File: config.mk
export PLATFORM = sky130hd
export DESIGN_NAME = rx_dma_top
export DESIGN_NICKNAME = d
export VERILOG_FILES = /design/src/rx_dma_pkg.sv /design/src/rx_dma_top.sv /design/src/rx_dma_apb_regs.sv /design/src/rx_dma_engine.sv /design/src/rx_frame_buffer.sv /design/src/fl_frame_receiver.sv
export VERILOG_INCLUDE_DIRS = /design/src /design/src/src
export SDC_FILE = /design/constraint.sdc
export NUM_CORES = 2
export LEC_CHECK = 0
export ABC_CLOCK_PERIOD_IN_PS = 5000
export BUFFER_PORTS_ARGS = -buffer_cell sky130_fd_sc_hd__clkbuf_2
export CORE_ASPECT_RATIO = 2
export CORE_MARGIN = 1.5
export CORE_UTILIZATION = 50
export CTS_CLUSTER_DIAMETER = 80
export CTS_CLUSTER_SIZE = 12
export DETAILED_ROUTE_END_ITERATION = 16
export GPL_TIMING_DRIVEN = 0
export PLACE_DENSITY_LB_ADDON = 0.2
export RECOVER_POWER = 50
export SYNTH_ARGS = -nofsm -noshare
export SYNTH_HDL_FRONTEND = slang
export SYNTH_SLANG_ARGS = --single-unit
File: constraint.sdc
create_clock -name clk -period 5 [get_ports clk]
set_clock_uncertainty 0.1 [all_clocks]
set_input_delay 0.25 -clock clk [delete_from_list [all_inputs] [get_ports clk]]
set_output_delay 0.25 -clock clk [all_outputs]
set_load 0.02 [all_outputs]
File: src/rx_dma_settings.svh
// ----------------------------------------------------------------------
// Receive DMA settings
// Widths, buffer depths and APB register offsets shared by all blocks
// ----------------------------------------------------------------------
`ifndef RX_DMA_SETTINGS_SVH
`define RX_DMA_SETTINGS_SVH

// Link data word and valid-byte index
`define RX_DATA_W 32
`define RX_REM_W 2

// On-chip buffer sizing
`define RX_BUF_WORDS 64
`define RX_FRAME_SLOTS 4

// Frame byte length
`define RX_LEN_W 16

// APB register map
`define RX_APB_ADDR_W 8
`define RX_REG_CTRL 8'h00
`define RX_REG_STATUS 8'h04
`define RX_REG_FRAMES 8'h08

`endif
File: src/rx_dma_pkg.sv
// ----------------------------------------------------------------------
// Receive DMA package
// Packed struct types for the link, buffer, DMA, status and APB ports
// ----------------------------------------------------------------------
`include "rx_dma_settings.svh"

package rx_dma_pkg;

  // One FrameLink beat
  // Rem holds valid bytes minus one on the EOF beat
  typedef struct packed {
    logic [`RX_DATA_W-1:0] data;
    logic [`RX_REM_W-1:0]  rem;
    logic                  sof;
    logic                  eof;
  } fl_beat_t;

  // Record of one stored frame
  typedef struct packed {
    logic [`RX_LEN_W-1:0] len;
  } frame_rec_t;

  // Single DMA write to host memory
  typedef struct packed {
    logic [31:0]           addr;
    logic [`RX_DATA_W-1:0] data;
  } dma_wr_t;

  // Status word reported per frame
  typedef struct packed {
    logic [15:0]          seq;
    logic [`RX_LEN_W-1:0] len;
  } rx_status_t;

  // APB request from the master
  typedef struct packed {
    logic                     psel;
    logic                     penable;
    logic                     pwrite;
    logic [`RX_APB_ADDR_W-1:0] paddr;
    logic [31:0]              pwdata;
  } apb_req_t;

  // APB response
  typedef struct packed {
    logic [31:0] prdata;
    logic        pready;
    logic        pslverr;
  } apb_rsp_t;

endpackage

File: src/rx_dma_top.sv
// ----------------------------------------------------------------------
// Receive DMA top level
// Link receiver, frame buffer, DMA engine and APB registers
// ----------------------------------------------------------------------
`timescale 1ns/100ps
`include "rx_dma_settings.svh"

module rx_dma_top (
  input  logic                   clk,
  input  logic                   rst,
  input  rx_dma_pkg::fl_beat_t   rx_beat,
  input  logic                   rx_src_rdy,
  output logic                   rx_dst_rdy,
  output logic                   desc_read,
  input  logic [31:0]            desc_addr,
  input  logic                   desc_vld,
  input  logic                   desc_empty,
  output logic                   dma_req,
  output rx_dma_pkg::dma_wr_t    dma_wr,
  input  logic                   dma_ack,
  output logic                   su_vld,
  output rx_dma_pkg::rx_status_t su_data,
  input  logic                   su_hfull,
  input  rx_dma_pkg::apb_req_t   apb_req,
  output rx_dma_pkg::apb_rsp_t   apb_rsp
);

  // Receiver to buffer
  logic                   words_free_ok;
  logic                   slot_free_ok;
  logic                   wr_en;
  logic [`RX_DATA_W-1:0]  wr_word;
  logic                   rec_push;
  rx_dma_pkg::frame_rec_t rec;

  // Buffer to engine
  logic                   frame_avail;
  logic [`RX_DATA_W-1:0]  head_word;
  rx_dma_pkg::frame_rec_t head_rec;
  logic                   word_pop;
  logic                   rec_pop;

  // Engine and registers
  logic                   run;
  logic                   busy;
  logic                   sent_pulse;

  fl_frame_receiver fl_frame_receiver_inst (
    .clk           (clk),
    .rst           (rst),
    .rx_beat       (rx_beat),
    .rx_src_rdy    (rx_src_rdy),
    .rx_dst_rdy    (rx_dst_rdy),
    .words_free_ok (words_free_ok),
    .slot_free_ok  (slot_free_ok),
    .wr_en         (wr_en),
    .wr_word       (wr_word),
    .rec_push      (rec_push),
    .rec           (rec)
  );

  rx_frame_buffer rx_frame_buffer_inst (
    .clk           (clk),
    .rst           (rst),
    .wr_en         (wr_en),
    .wr_word       (wr_word),
    .rec_push      (rec_push),
    .rec           (rec),
    .words_free_ok (words_free_ok),
    .slot_free_ok  (slot_free_ok),
    .word_pop      (word_pop),
    .rec_pop       (rec_pop),
    .frame_avail   (frame_avail),
    .head_word     (head_word),
    .head_rec      (head_rec)
  );

  rx_dma_engine rx_dma_engine_inst (
    .clk         (clk),
    .rst         (rst),
    .run         (run),
    .frame_avail (frame_avail),
    .head_word   (head_word),
    .head_rec    (head_rec),
    .word_pop    (word_pop),
    .rec_pop     (rec_pop),
    .desc_read   (desc_read),
    .desc_addr   (desc_addr),
    .desc_vld    (desc_vld),
    .desc_empty  (desc_empty),
    .dma_req     (dma_req),
    .dma_wr      (dma_wr),
    .dma_ack     (dma_ack),
    .su_vld      (su_vld),
    .su_data     (su_data),
    .su_hfull    (su_hfull),
    .busy        (busy),
    .sent_pulse  (sent_pulse)
  );

  rx_dma_apb_regs rx_dma_apb_regs_inst (
    .clk         (clk),
    .rst         (rst),
    .apb_req     (apb_req),
    .apb_rsp     (apb_rsp),
    .busy        (busy),
    .frame_avail (frame_avail),
    .sent_pulse  (sent_pulse),
    .run         (run)
  );

endmodule

File: src/rx_dma_apb_regs.sv
// ----------------------------------------------------------------------
// Receive DMA control registers
// APB slave with run control, idle status and a sent-frame counter
// ----------------------------------------------------------------------
`timescale 1ns/100ps
`include "rx_dma_settings.svh"

module rx_dma_apb_regs (
  input  logic                 clk,
  input  logic                 rst,
  input  rx_dma_pkg::apb_req_t apb_req,
  output rx_dma_pkg::apb_rsp_t apb_rsp,
  input  logic                 busy,
  input  logic                 frame_avail,
  input  logic                 sent_pulse,
  output logic                 run
);

  logic        access;
  logic        hit_ctrl;
  logic        hit_status;
  logic        hit_frames;
  logic        idle;
  logic [31:0] frame_cnt;

  // Access phase of a zero-wait transfer
  assign access = apb_req.psel && apb_req.penable;

  // Offset decode
  assign hit_ctrl   = apb_req.paddr == `RX_REG_CTRL;
  assign hit_status = apb_req.paddr == `RX_REG_STATUS;
  assign hit_frames = apb_req.paddr == `RX_REG_FRAMES;

  // Engine parked and nothing stored
  assign idle = !busy && !frame_avail;

  // ----------------------------------------------------------------------
  // Read data and response
  // ----------------------------------------------------------------------
  always_comb begin
    apb_rsp.prdata  = '0;
    apb_rsp.pready  = 1'b1;
    apb_rsp.pslverr = access && !(hit_ctrl || hit_status || hit_frames);
    if (access) begin
      if (hit_ctrl) apb_rsp.prdata = {31'd0, run};
      if (hit_status) apb_rsp.prdata = {31'd0, idle};
      if (hit_frames) apb_rsp.prdata = frame_cnt;
    end
  end

  // Only the run bit takes writes
  always_ff @(posedge clk) begin
    if (rst) begin
      run <= 1'b0;
    end else if (access && apb_req.pwrite && hit_ctrl) begin
      run <= apb_req.pwdata[0];
    end
  end

  // Status words sent
  always_ff @(posedge clk) begin
    if (rst) begin
      frame_cnt <= '0;
    end else if (sent_pulse) begin
      frame_cnt <= frame_cnt + 32'd1;
    end
  end

endmodule

File: src/rx_dma_engine.sv
// ----------------------------------------------------------------------
// Receive DMA engine
// Per stored frame: fetch a host descriptor, write the frame word by
// word to host memory, then report length and sequence number
// ----------------------------------------------------------------------
`timescale 1ns/100ps
`include "rx_dma_settings.svh"

module rx_dma_engine (
  input  logic                   clk,
  input  logic                   rst,
  input  logic                   run,
  input  logic                   frame_avail,
  input  logic [`RX_DATA_W-1:0]  head_word,
  input  rx_dma_pkg::frame_rec_t head_rec,
  output logic                   word_pop,
  output logic                   rec_pop,
  output logic                   desc_read,
  input  logic [31:0]            desc_addr,
  input  logic                   desc_vld,
  input  logic                   desc_empty,
  output logic                   dma_req,
  output rx_dma_pkg::dma_wr_t    dma_wr,
  input  logic                   dma_ack,
  output logic                   su_vld,
  output rx_dma_pkg::rx_status_t su_data,
  input  logic                   su_hfull,
  output logic                   busy,
  output logic                   sent_pulse
);

  // FSM encoding
  localparam logic [1:0] S_WAIT   = 2'd0;
  localparam logic [1:0] S_DESC   = 2'd1;
  localparam logic [1:0] S_WRITE  = 2'd2;
  localparam logic [1:0] S_STATUS = 2'd3;

  logic [1:0]           state;
  logic [31:0]          host_addr;
  logic [`RX_LEN_W-1:0] words_left;
  logic [`RX_LEN_W-1:0] len_q;
  logic [15:0]          seq_q;

  // ----------------------------------------------------------------------
  // Strobes decoded from state and handshake inputs
  // ----------------------------------------------------------------------
  // Fetch only with run set, a frame stored and a descriptor ready
  assign desc_read = (state == S_WAIT) && run && frame_avail && !desc_empty;

  // Write request held until acked
  assign dma_req  = state == S_WRITE;
  assign word_pop = dma_req && dma_ack;

  // Status waits for room in the status FIFO
  assign su_vld     = (state == S_STATUS) && !su_hfull;
  assign rec_pop    = su_vld;
  assign sent_pulse = su_vld;

  assign busy = state != S_WAIT;

  always_comb begin
    dma_wr.addr  = host_addr;
    dma_wr.data  = head_word;
    su_data.seq  = seq_q;
    su_data.len  = len_q;
  end

  // Control path
  always_ff @(posedge clk) begin
    if (rst) begin
      state <= S_WAIT;
      seq_q <= '0;
    end else begin
      case (state)
        S_WAIT: begin
          if (desc_read) state <= S_DESC;
        end
        // Descriptor returns one cycle after the read
        S_DESC: begin
          if (desc_vld) state <= S_WRITE;
        end
        S_WRITE: begin
          // Last word acked
          if (word_pop && words_left == `RX_LEN_W'd1) state <= S_STATUS;
        end
        default: begin
          if (su_vld) begin
            state <= S_WAIT;
            seq_q <= seq_q + 1'b1;
          end
        end
      endcase
    end
  end

  // Per-frame address and word count
  always_ff @(posedge clk) begin
    if (state == S_DESC && desc_vld) begin
      host_addr  <= desc_addr;
      len_q      <= head_rec.len;
      // Byte length rounded up to whole words
      words_left <= (head_rec.len + `RX_LEN_W'd3) >> 2;
    end else if (word_pop) begin
      host_addr  <= host_addr + 32'd4;
      words_left <= words_left - 1'b1;
    end
  end

endmodule

File: src/rx_frame_buffer.sv
// ----------------------------------------------------------------------
// Receive frame buffer
// Circular data word memory plus a small queue of frame length
// records, with occupancy counts for flow control
// ----------------------------------------------------------------------
`timescale 1ns/100ps
`include "rx_dma_settings.svh"

module rx_frame_buffer (
  input  logic                   clk,
  input  logic                   rst,
  input  logic                   wr_en,
  input  logic [`RX_DATA_W-1:0]  wr_word,
  input  logic                   rec_push,
  input  rx_dma_pkg::frame_rec_t rec,
  output logic                   words_free_ok,
  output logic                   slot_free_ok,
  input  logic                   word_pop,
  input  logic                   rec_pop,
  output logic                   frame_avail,
  output logic [`RX_DATA_W-1:0]  head_word,
  output rx_dma_pkg::frame_rec_t head_rec
);

  localparam int WORD_AW = $clog2(`RX_BUF_WORDS);
  localparam int SLOT_AW = $clog2(`RX_FRAME_SLOTS);

  // Storage
  logic [`RX_DATA_W-1:0]  word_mem [`RX_BUF_WORDS];
  rx_dma_pkg::frame_rec_t rec_mem  [`RX_FRAME_SLOTS];

  // Word queue pointers and fill
  logic [WORD_AW-1:0] word_wr_ptr;
  logic [WORD_AW-1:0] word_rd_ptr;
  logic [WORD_AW:0]   word_cnt;

  // Record queue pointers and fill
  logic [SLOT_AW-1:0] rec_wr_ptr;
  logic [SLOT_AW-1:0] rec_rd_ptr;
  logic [SLOT_AW:0]   rec_cnt;

  // ----------------------------------------------------------------------
  // Status towards receiver and engine
  // ----------------------------------------------------------------------
  assign words_free_ok = word_cnt < (WORD_AW+1)'(`RX_BUF_WORDS);
  assign slot_free_ok  = rec_cnt < (SLOT_AW+1)'(`RX_FRAME_SLOTS);
  assign frame_avail   = rec_cnt != '0;

  // Heads of both queues read asynchronously
  assign head_word = word_mem[word_rd_ptr];
  assign head_rec  = rec_mem[rec_rd_ptr];

  // Memory writes
  always_ff @(posedge clk) begin
    if (wr_en) begin
      word_mem[word_wr_ptr] <= wr_word;
    end
    if (rec_push) begin
      rec_mem[rec_wr_ptr] <= rec;
    end
  end

  // Word pointers wrap on power-of-two depth
  always_ff @(posedge clk) begin
    if (rst) begin
      word_wr_ptr <= '0;
      word_rd_ptr <= '0;
      word_cnt    <= '0;
    end else begin
      if (wr_en) word_wr_ptr <= word_wr_ptr + 1'b1;
      if (word_pop) word_rd_ptr <= word_rd_ptr + 1'b1;
      // Push and pop together leave the fill unchanged
      case ({wr_en, word_pop})
        2'b10:   word_cnt <= word_cnt + 1'b1;
        2'b01:   word_cnt <= word_cnt - 1'b1;
        default: word_cnt <= word_cnt;
      endcase
    end
  end

  // Record pointers
  always_ff @(posedge clk) begin
    if (rst) begin
      rec_wr_ptr <= '0;
      rec_rd_ptr <= '0;
      rec_cnt    <= '0;
    end else begin
      if (rec_push) rec_wr_ptr <= rec_wr_ptr + 1'b1;
      if (rec_pop) rec_rd_ptr <= rec_rd_ptr + 1'b1;
      case ({rec_push, rec_pop})
        2'b10:   rec_cnt <= rec_cnt + 1'b1;
        2'b01:   rec_cnt <= rec_cnt - 1'b1;
        default: rec_cnt <= rec_cnt;
      endcase
    end
  end

endmodule

File: src/fl_frame_receiver.sv
// ----------------------------------------------------------------------
// FrameLink frame receiver
// Accepts link beats, writes data words into the frame buffer and
// pushes a length record on the last beat of each frame
// ----------------------------------------------------------------------
`timescale 1ns/100ps
`include "rx_dma_settings.svh"

module fl_frame_receiver (
  input  logic                  clk,
  input  logic                  rst,
  input  rx_dma_pkg::fl_beat_t  rx_beat,
  input  logic                  rx_src_rdy,
  output logic                  rx_dst_rdy,
  input  logic                  words_free_ok,
  input  logic                  slot_free_ok,
  output logic                  wr_en,
  output logic [`RX_DATA_W-1:0] wr_word,
  output logic                  rec_push,
  output rx_dma_pkg::frame_rec_t rec
);

  // Beats already taken in the current frame
  logic [`RX_LEN_W-3:0] beat_cnt;
  logic [`RX_LEN_W-3:0] beats_so_far;
  logic                 accept;
  logic [`RX_LEN_W-1:0] len_bytes;

  // Room for one more word and one more frame record
  assign rx_dst_rdy = words_free_ok && slot_free_ok;

  // Beat transfer when both sides ready
  assign accept = rx_src_rdy && rx_dst_rdy;

  // SOF restarts the count even if a frame was cut short
  assign beats_so_far = rx_beat.sof ? '0 : beat_cnt;

  // (beats - 1) * 4 + rem + 1
  assign len_bytes = {beats_so_far, 2'b00}
                   + {{(`RX_LEN_W-`RX_REM_W){1'b0}}, rx_beat.rem}
                   + `RX_LEN_W'd1;

  // ----------------------------------------------------------------------
  // Buffer write side
  // ----------------------------------------------------------------------
  assign wr_en    = accept;
  assign wr_word  = rx_beat.data;

  // Record goes in with the last word
  assign rec_push = accept && rx_beat.eof;
  assign rec.len  = len_bytes;

  // Beat counter
  always_ff @(posedge clk) begin
    if (rst) begin
      beat_cnt <= '0;
    end else if (accept) begin
      if (rx_beat.eof) begin
        beat_cnt <= '0;
      end else begin
        beat_cnt <= beats_so_far + 1'b1;
      end
    end
  end

endmodule

* Yosys cells after proc, flatten, opt, wreduce, memory -nomap -nowiden *
Memories as Yosys holds them, arrays and structs flattened. A register that Yosys moved wholly into a read port is not among the register bits.
Index checks and enable logic that the tools add are counted.

storage, ports and cells
  register bits after elaboration = 155
  RAM bits = 2112
  bits of input ports = 118
  output and inout port bits = 134
  memories = 2

memories
  name                           words  width  read ports  clocked after memory_dff  wr ports  RTL line               RTL
  rx_frame_buffer_inst.word_mem  64     32     1           1                         1         rx_frame_buffer.sv:29  logic [`RX_DATA_W-1:0] word_mem [`RX_BUF_WORDS];
  rx_frame_buffer_inst.rec_mem   4      16     1           1                         1         rx_frame_buffer.sv:30  rx_dma_pkg::frame_rec_t rec_mem [`RX_FRAME_SLOTS];

operators by class
  add/sub/neg operators = 16
  order comparisons = 2
  equal/unequal tests = 13
  mux-type cells = 25
  bitwise operators = 1
  reductions and logical operators = 33

operators by type and width
  operator                                                                number
  32-bit 2-to-1 mux                                                       4
  14-bit 2-to-1 mux                                                       4
  16-bit by 1-bit adder with 16-bit output, second input constant         2
  32-bit by 1-bit adder with 32-bit output, second input constant         1
  32-bit by 3-bit adder with 32-bit output, second input constant         1
  16-bit by 2-bit adder with 16-bit output                                1
  16-bit by 2-bit adder with 16-bit output, second input constant         1
  16-bit by 1-bit equality test with 1-bit output, second input constant  1
  16-bit by 1-bit subtractor with 16-bit output, second input constant    1
  1-bit logical AND                                                       15
  14-bit by 1-bit adder with 14-bit output, second input constant         1
  7-bit case mux with 2 select lines                                      1
  6-bit by 1-bit adder with 6-bit output, second input constant           2
  2-bit 2-to-1 mux                                                        6
  6-bit 2-to-1 mux                                                        2
  2-bit equality test, second input constant                              4
  8-bit by 3-bit equality test with 1-bit output, second input constant   1
  8-bit by 4-bit equality test with 1-bit output, second input constant   1
  8-bit logical NOT                                                       1
  2-bit nonzero test                                                      4
  7-bit by 1-bit adder with 7-bit output, second input constant           1
  7-bit less-than comparator, second input constant                       1
  7-bit by 1-bit subtractor with 7-bit output, second input constant      1
  2-bit by 1-bit equality test with 1-bit output, second input constant   3
  17 further kinds                                                        30

* Logic depth before layout (Yosys ltp) *
  depth in word-level cells = 6
  mapped depth = 17
  mapped depth without buffers = 13

* Modules after synthesis *
A second synthesis with hierarchy kept.

unflattened totals
  cells, all modules = 4485
  area total of the unflattened synthesis = 89479.6 sq um

modules (own cells, without submodules)
  module             times used  cells each  area an instance (sq um)  seq. area each (sq um)
  rx_frame_buffer    1           3613        81678.3                   64101.5
  rx_dma_engine      1           455         4540.6                    2262.2
  rx_dma_apb_regs    1           230         1911.8                    660.6
  fl_frame_receiver  1           187         1348.8                    280.3

* Worst setup path before layout *
No wires, ideal clock.

  path kind = flip-flop to flip-flop
  start point = reg rx_frame_buffer_inst.word_cnt[6]
  end point = reg rx_frame_buffer_inst.word_cnt[6]
  setup time = 0.079 ns
  arrival time = 3.691 ns
  data required time = 4.821 ns
  path slack = 1.130 ns
  stages on the path, launching flop included = 18
  clock period less this slack = 3.870 ns
  path through = dfxtp_1 -> nor2_1 -> and2_1 -> clkbuf_1 -> inv_2 -> clkbuf_1 -> clkbuf_1 -> ha_1 -> clkbuf_1 -> clkbuf_1 -> xor2_1 -> ha_1 -> or4_1 -> o21ai_0 -> or2_1 -> o21ai_0 -> a211o_1 -> o211ai_1

between the ends
  cells in the longest elaborated chain, start to end = 5

RTL lines
  element                                                                                RTL line                 RTL
  start, declared                                                                        rx_frame_buffer.sv:35    logic [WORD_AW:0] word_cnt;
  start signal, assigned                                                                 rx_frame_buffer.sv:74    2'b10: word_cnt <= word_cnt + 1'b1;
  start signal, assigned                                                                 rx_frame_buffer.sv:75    2'b01: word_cnt <= word_cnt - 1'b1;
  start signal, assigned                                                                 rx_frame_buffer.sv:76    default: word_cnt <= word_cnt;
  7-bit less-than comparator (*)                                                         rx_frame_buffer.sv:45    assign words_free_ok = word_cnt < (WORD_AW+1)'(`RX_BUF_WORDS);
  1-bit logical AND (*)                                                                  fl_frame_receiver.sv:30  assign rx_dst_rdy = words_free_ok && slot_free_ok;
  named net rx_dst_rdy                                                                   rx_dma_top.sv:13         output logic rx_dst_rdy,
  1-bit logical AND (*)                                                                  fl_frame_receiver.sv:33  assign accept = rx_src_rdy && rx_dst_rdy;
  2-bit by 1-bit equality test with 1-bit output or 2-bit equality test (tied branches)  rx_frame_buffer.sv:73    case ({wr_en, word_pop})
  7-bit case mux with 2 select lines or 2-bit nonzero test (tied branches)               --

The timed path passes the listed nets; every way through them passes the cells marked *.
A chain may end at the register's enable or synchronous reset.

==> summary by stage <==
Route
Dividing the detail-routed via count by the number of cells gives 6.37. The wire length per cell after detailed routing is 35.3 um. The number of antenna-violating nets in the routed design is 0. The count of routing violations after the opening detailed-route iteration is 5263. In the final routing, the length of wire on met1 measures 83400 um.

The routed layout has 45.2k vias. The highest routed metal layer is met5. The detailed-routed wire length on met2 is 136000 um. The overall routed net length is 250000 um. The post-detailed-route DRC marker count is 0. The number of iterations in the first detailed-routing pass is 6.

The routed length on met3 is 16800 um.

STA
Based on the critical path, the design can be clocked at up to 0.199 GHz. At the pin with the least slew margin, the transition time is 3.05 ns. Counting I/O delays and the setup requirement, the final critical path takes 5.04 ns. Setup repair after global routing left no endpoint under its margin. The total of endpoints with negative setup slack in the final report is 1. After layout, the worst setup slack is -0.0375 ns. Headroom to the max-slew limit came out at -103%. The number of pins exceeding their max-slew limit in the final report came to 2048. The worst hold-check slack is 0.126 ns. The share of the cycle needed by the critical path after routing is 101%. The number of failing hold endpoints at the final stage was 0.

CTS
The tree is rooted in a sky130_fd_sc_hd__clkbuf_16. The CTS buffer count is 216. The longest clock path from root to sink contains 4 buffers. The later pin in the worst-skew pair is clocked with a latency of 0.88 ns. The clock tree synthesis step divided the H-tree into 4 levels.

The clock tree from TritonCTS is built. Clock-pin slew was measured on the worst setup and hold paths at 0.07 ns. The tree built by TritonCTS fans out to 2275 sinks.

Place
Input and output buffers added on the ports amount to 218. Once detailed placement completed, the half-perimeter wirelength came to 164000 um. The congestion estimate from routability-driven global placement came to 0.878. Summing all placed instances gives a cell area of 0.0947 mm^2.

Synth
The top-area cell type share of the netlist area is 73.7%. The synthesized netlist net count is 4315. In the synthesized netlist the dominant register cell turns out to be sky130_fd_sc_hd__edfxtp_1. After synthesis, the share of flip-flops with an asynchronous set or reset is 0%. Dividing the synthesized area by the synthesized cell count gives 21.2 um^2.

The netlist area before placement is 0.0886 mm^2. The biggest area contributor in the post-synthesis netlist is sky130_fd_sc_hd__edfxtp_1. For this run, the number of Yosys warnings is 0. The post-synthesis sequential area ratio is 75.9%. The post-synthesis register bit count is 2275. Synthesis produced 4175 cells.

By area the synthesized netlist is led by sky130_fd_sc_hd__edfxtp_1, sky130_fd_sc_hd__mux4_2, sky130_fd_sc_hd__dfxtp_1. The count of flip-flops with a built-in enable after synthesis is 2174. The netlist uses 58 different library cells.

Global routing
For this run the aggregate overflow at the end of global routing stands at 0. Global routing consumed, over all layers together, 28.0% of the routing resources. The global-route wire length before repair is 347000 um.

The number of global-route vias before repair is 46.4k. The initial antenna violation count is 2. The maximum number of pins on one net before global-route repair is 65.

Die
The chip height is 598 um. The effective utilization at floorplan is 50.3%. The total I/O pin count is 252. The die footprint is 0.180 mm^2. The floorplan step defined a core boundary enclosing 0.176 mm^2. In this run the core area contains 218 standard-cell rows. The die span in x is 301 um.

Critical path
The cell depth of the worst flop-to-flop path is 17. The startpoint-to-endpoint class of the critical path is reg -> out. STA classifies the critical path endpoint as an output port. The worst setup path is launched from a flip-flop. The worst setup slack for register-to-register paths is 0.41 ns. The origin of the critical flop-to-flop path is rx_frame_buffer_inst.word_cnt[6]. The end of the worst register-to-register path is rx_frame_buffer_inst.word_cnt[6].

Data on the critical path is required at its endpoint by 4.65 ns. Following the worst setup path forward leads to its endpoint at dma_wr[4]. Data arrives at the worst endpoint at 4.69 ns. The peak fanout along the critical path is 10.

Min path
The hold path depth is 4. The worst min-delay path class is in -> reg.

Power and ir drop
The total leakage power is 30.5 nW. Power spread over the standard cell area amounts to 364 mW/mm^2. The design draws 36.7 mW. The maximum ir drop on the vdd rail is 0.281 mV.

Run status
The run finished, with violations left. The final reports fail on max-capacitance violations, max-slew violations, negative setup slack.

Job
The tool flagged a number of max-cap violations equal to 33.

Cells and area
The post-route standard cell area excluding fillers is 0.101 mm^2. The fraction of the core area covered by cells at the end of the flow is 57.2%. The number of nets at the end of the flow is 4876.

In the final layout, the share of cells above drive strength 1 is 25.5%. The area growth from synthesis to layout is 13.6%.
==> cells by family (layout without fill, tap and decap cells) <==
logic type,count (synthesis),after routing,share of synthesized area [%]
flip-flops,2275,2275,75.9
AO/OA/AOI/OAI,251,251,1.74
adder cells (fa/ha/maj),22,22,0.319
AND/OR/NAND/NOR,590,590,3.15
multiplexers,664,664,16.4
XOR/XNOR,122,122,1.21
other,1,2,0.00423
buffers and inverters,250,856,1.24
==> worst min path at each step <==
stage / end / start
floorplan: rx_frame_buffer_inst.word_mem[0][0] / rx_beat[4]
global placement: rx_dma_apb_regs_inst.frame_cnt[20] / rx_dma_apb_regs_inst.frame_cnt[20]
detailed placement: rx_dma_apb_regs_inst.run / apb_req[0]
CTS: rx_dma_engine_inst.host_addr[14] / desc_addr[14]
global route: rx_dma_engine_inst.host_addr[3] / desc_addr[3]
finish: rx_dma_engine_inst.host_addr[3] / desc_addr[3]
==> routing by layer <==
metal  vias up  global-route usage [%]
met2      2359                    51.1
li1      18300                       -
met3       605                    3.92
met1     23900                    31.9
met4         2                    13.9
met5         -                   0.622
==> per-stage QoR <==
step / setup TNS (ns) / cells / setup WS [ns]
6_report: -0.0375 / 7092 / -0.0375
4_1_cts: 0 / 7087 / 0.0161
2_1_floorplan: 0 / 4175 / 1.13
3_3_place_gp: -1880.75 / 6703 / -1.57
5_1_grt: 0 / 7092 / 0.00170
3_5_place_dp: 0 / 6778 / 0.0366
==> layout make-up <==
cell class                 count  area (um^2)
clock inverter                 6         73.8
buffer                       220         1030
multi-input combinational   1650        20700
antenna                        1         2.50
timing repair buffer         343         3000
sequential                  2275        67300
clock buffer                 257         5600
inverter                      30          113
fill                       13200        75500
tap                         2310         2890
==> placed cells by master, fill, tap and decap left out, types with 65 or more instances in the layout <==
cell | netlist | routed
sky130_fd_sc_hd__nand2_1 | 124 | 124
sky130_fd_sc_hd__nor2_1 | 219 | 156
sky130_fd_sc_hd__edfxtp_1 | 2174 | 2174
sky130_fd_sc_hd__clkbuf_16 | 0 | 218
sky130_fd_sc_hd__mux4_2 | 631 | 631
sky130_fd_sc_hd__buf_2 | 68 | 65
sky130_fd_sc_hd__clkbuf_2 | 1 | 126
sky130_fd_sc_hd__dfxtp_1 | 101 | 101
sky130_fd_sc_hd__o21ai_0 | 60 | 67
sky130_fd_sc_hd__clkbuf_1 | 119 | 254
sky130_fd_sc_hd__buf_12 | 0 | 65
sky130_fd_sc_hd__xor2_1 | 71 | 71
==> cells in the mapped netlist (all sizes together), types with 16 or more instances <==
| library cell | n |
|---|---|
| o21ai | 77 |
| nand3 | 52 |
| clkbuf | 120 |
| ha | 21 |
| nor4 | 16 |
| nand4 | 26 |
| o22ai | 52 |
| mux2i | 32 |
| mux4 | 631 |
| inv | 29 |
| xnor2 | 51 |
| nand2 | 124 |
| a22oi | 37 |
| nor2 | 219 |
| and3 | 50 |
| buf | 100 |
| edfxtp | 2174 |
| or3 | 21 |
| o211ai | 19 |
| xor2 | 71 |
| a21oi | 43 |
| nor3 | 24 |
| dfxtp | 101 |
==> power by group <==
| group | internal, mW | switching (mW) | leakage, nW |
|---|---|---|---|
| Clock | 7.77 | 6.71 | 2.77 |
| Combinational | 0.299 | 0.809 | 7.30 |
| Sequential | 21.1 | 0.0725 | 20.4 |
==> flip-flops by register name, summed over array words and instances (netlist names), named ones only <==
register and flops:
rx_frame_buffer_inst.word_wr_ptr 6, rx_frame_buffer_inst.word_cnt 7, rx_frame_buffer_inst.rec_cnt 3, rx_dma_engine_inst.seq_q 16, rx_frame_buffer_inst.rec_rd_ptr 2, rx_frame_buffer_inst.rec_mem 64, rx_dma_engine_inst.host_addr 32, rx_frame_buffer_inst.word_mem 2048
rx_frame_buffer_inst.word_rd_ptr 6, rx_frame_buffer_inst.rec_wr_ptr 2, rx_dma_apb_regs_inst.frame_cnt 32, fl_frame_receiver_inst.beat_cnt 14, rx_dma_engine_inst.words_left 16, rx_dma_engine_inst.state 2, rx_dma_engine_inst.len_q 16, rx_dma_apb_regs_inst.run 1
==> repair_timing <==
item                                    in CTS  in global routing
resized for setup                           25                 10
hold endpoints to repair                    82                 43
setup buffers                                0                  0
hold buffers                                46                  2
endpoints found under the setup margin      32                  6
cloned                                       0                  0
==> worst max-delay path: stages (launching register included) <==
cell and delay, ns:
sky130_fd_sc_hd__dfxtp_1 0.30, sky130_fd_sc_hd__buf_2 0.24, sky130_fd_sc_hd__buf_2 0.48, sky130_fd_sc_hd__nor3b_2 0.76, sky130_fd_sc_hd__buf_2 0.50, sky130_fd_sc_hd__a22oi_1 0.17, sky130_fd_sc_hd__o211ai_1 0.35, sky130_fd_sc_hd__o22ai_1 0.31
sky130_fd_sc_hd__nor2_1 0.43, sky130_fd_sc_hd__clkbuf_2 0.25
(Power assumes the default switching activity.)
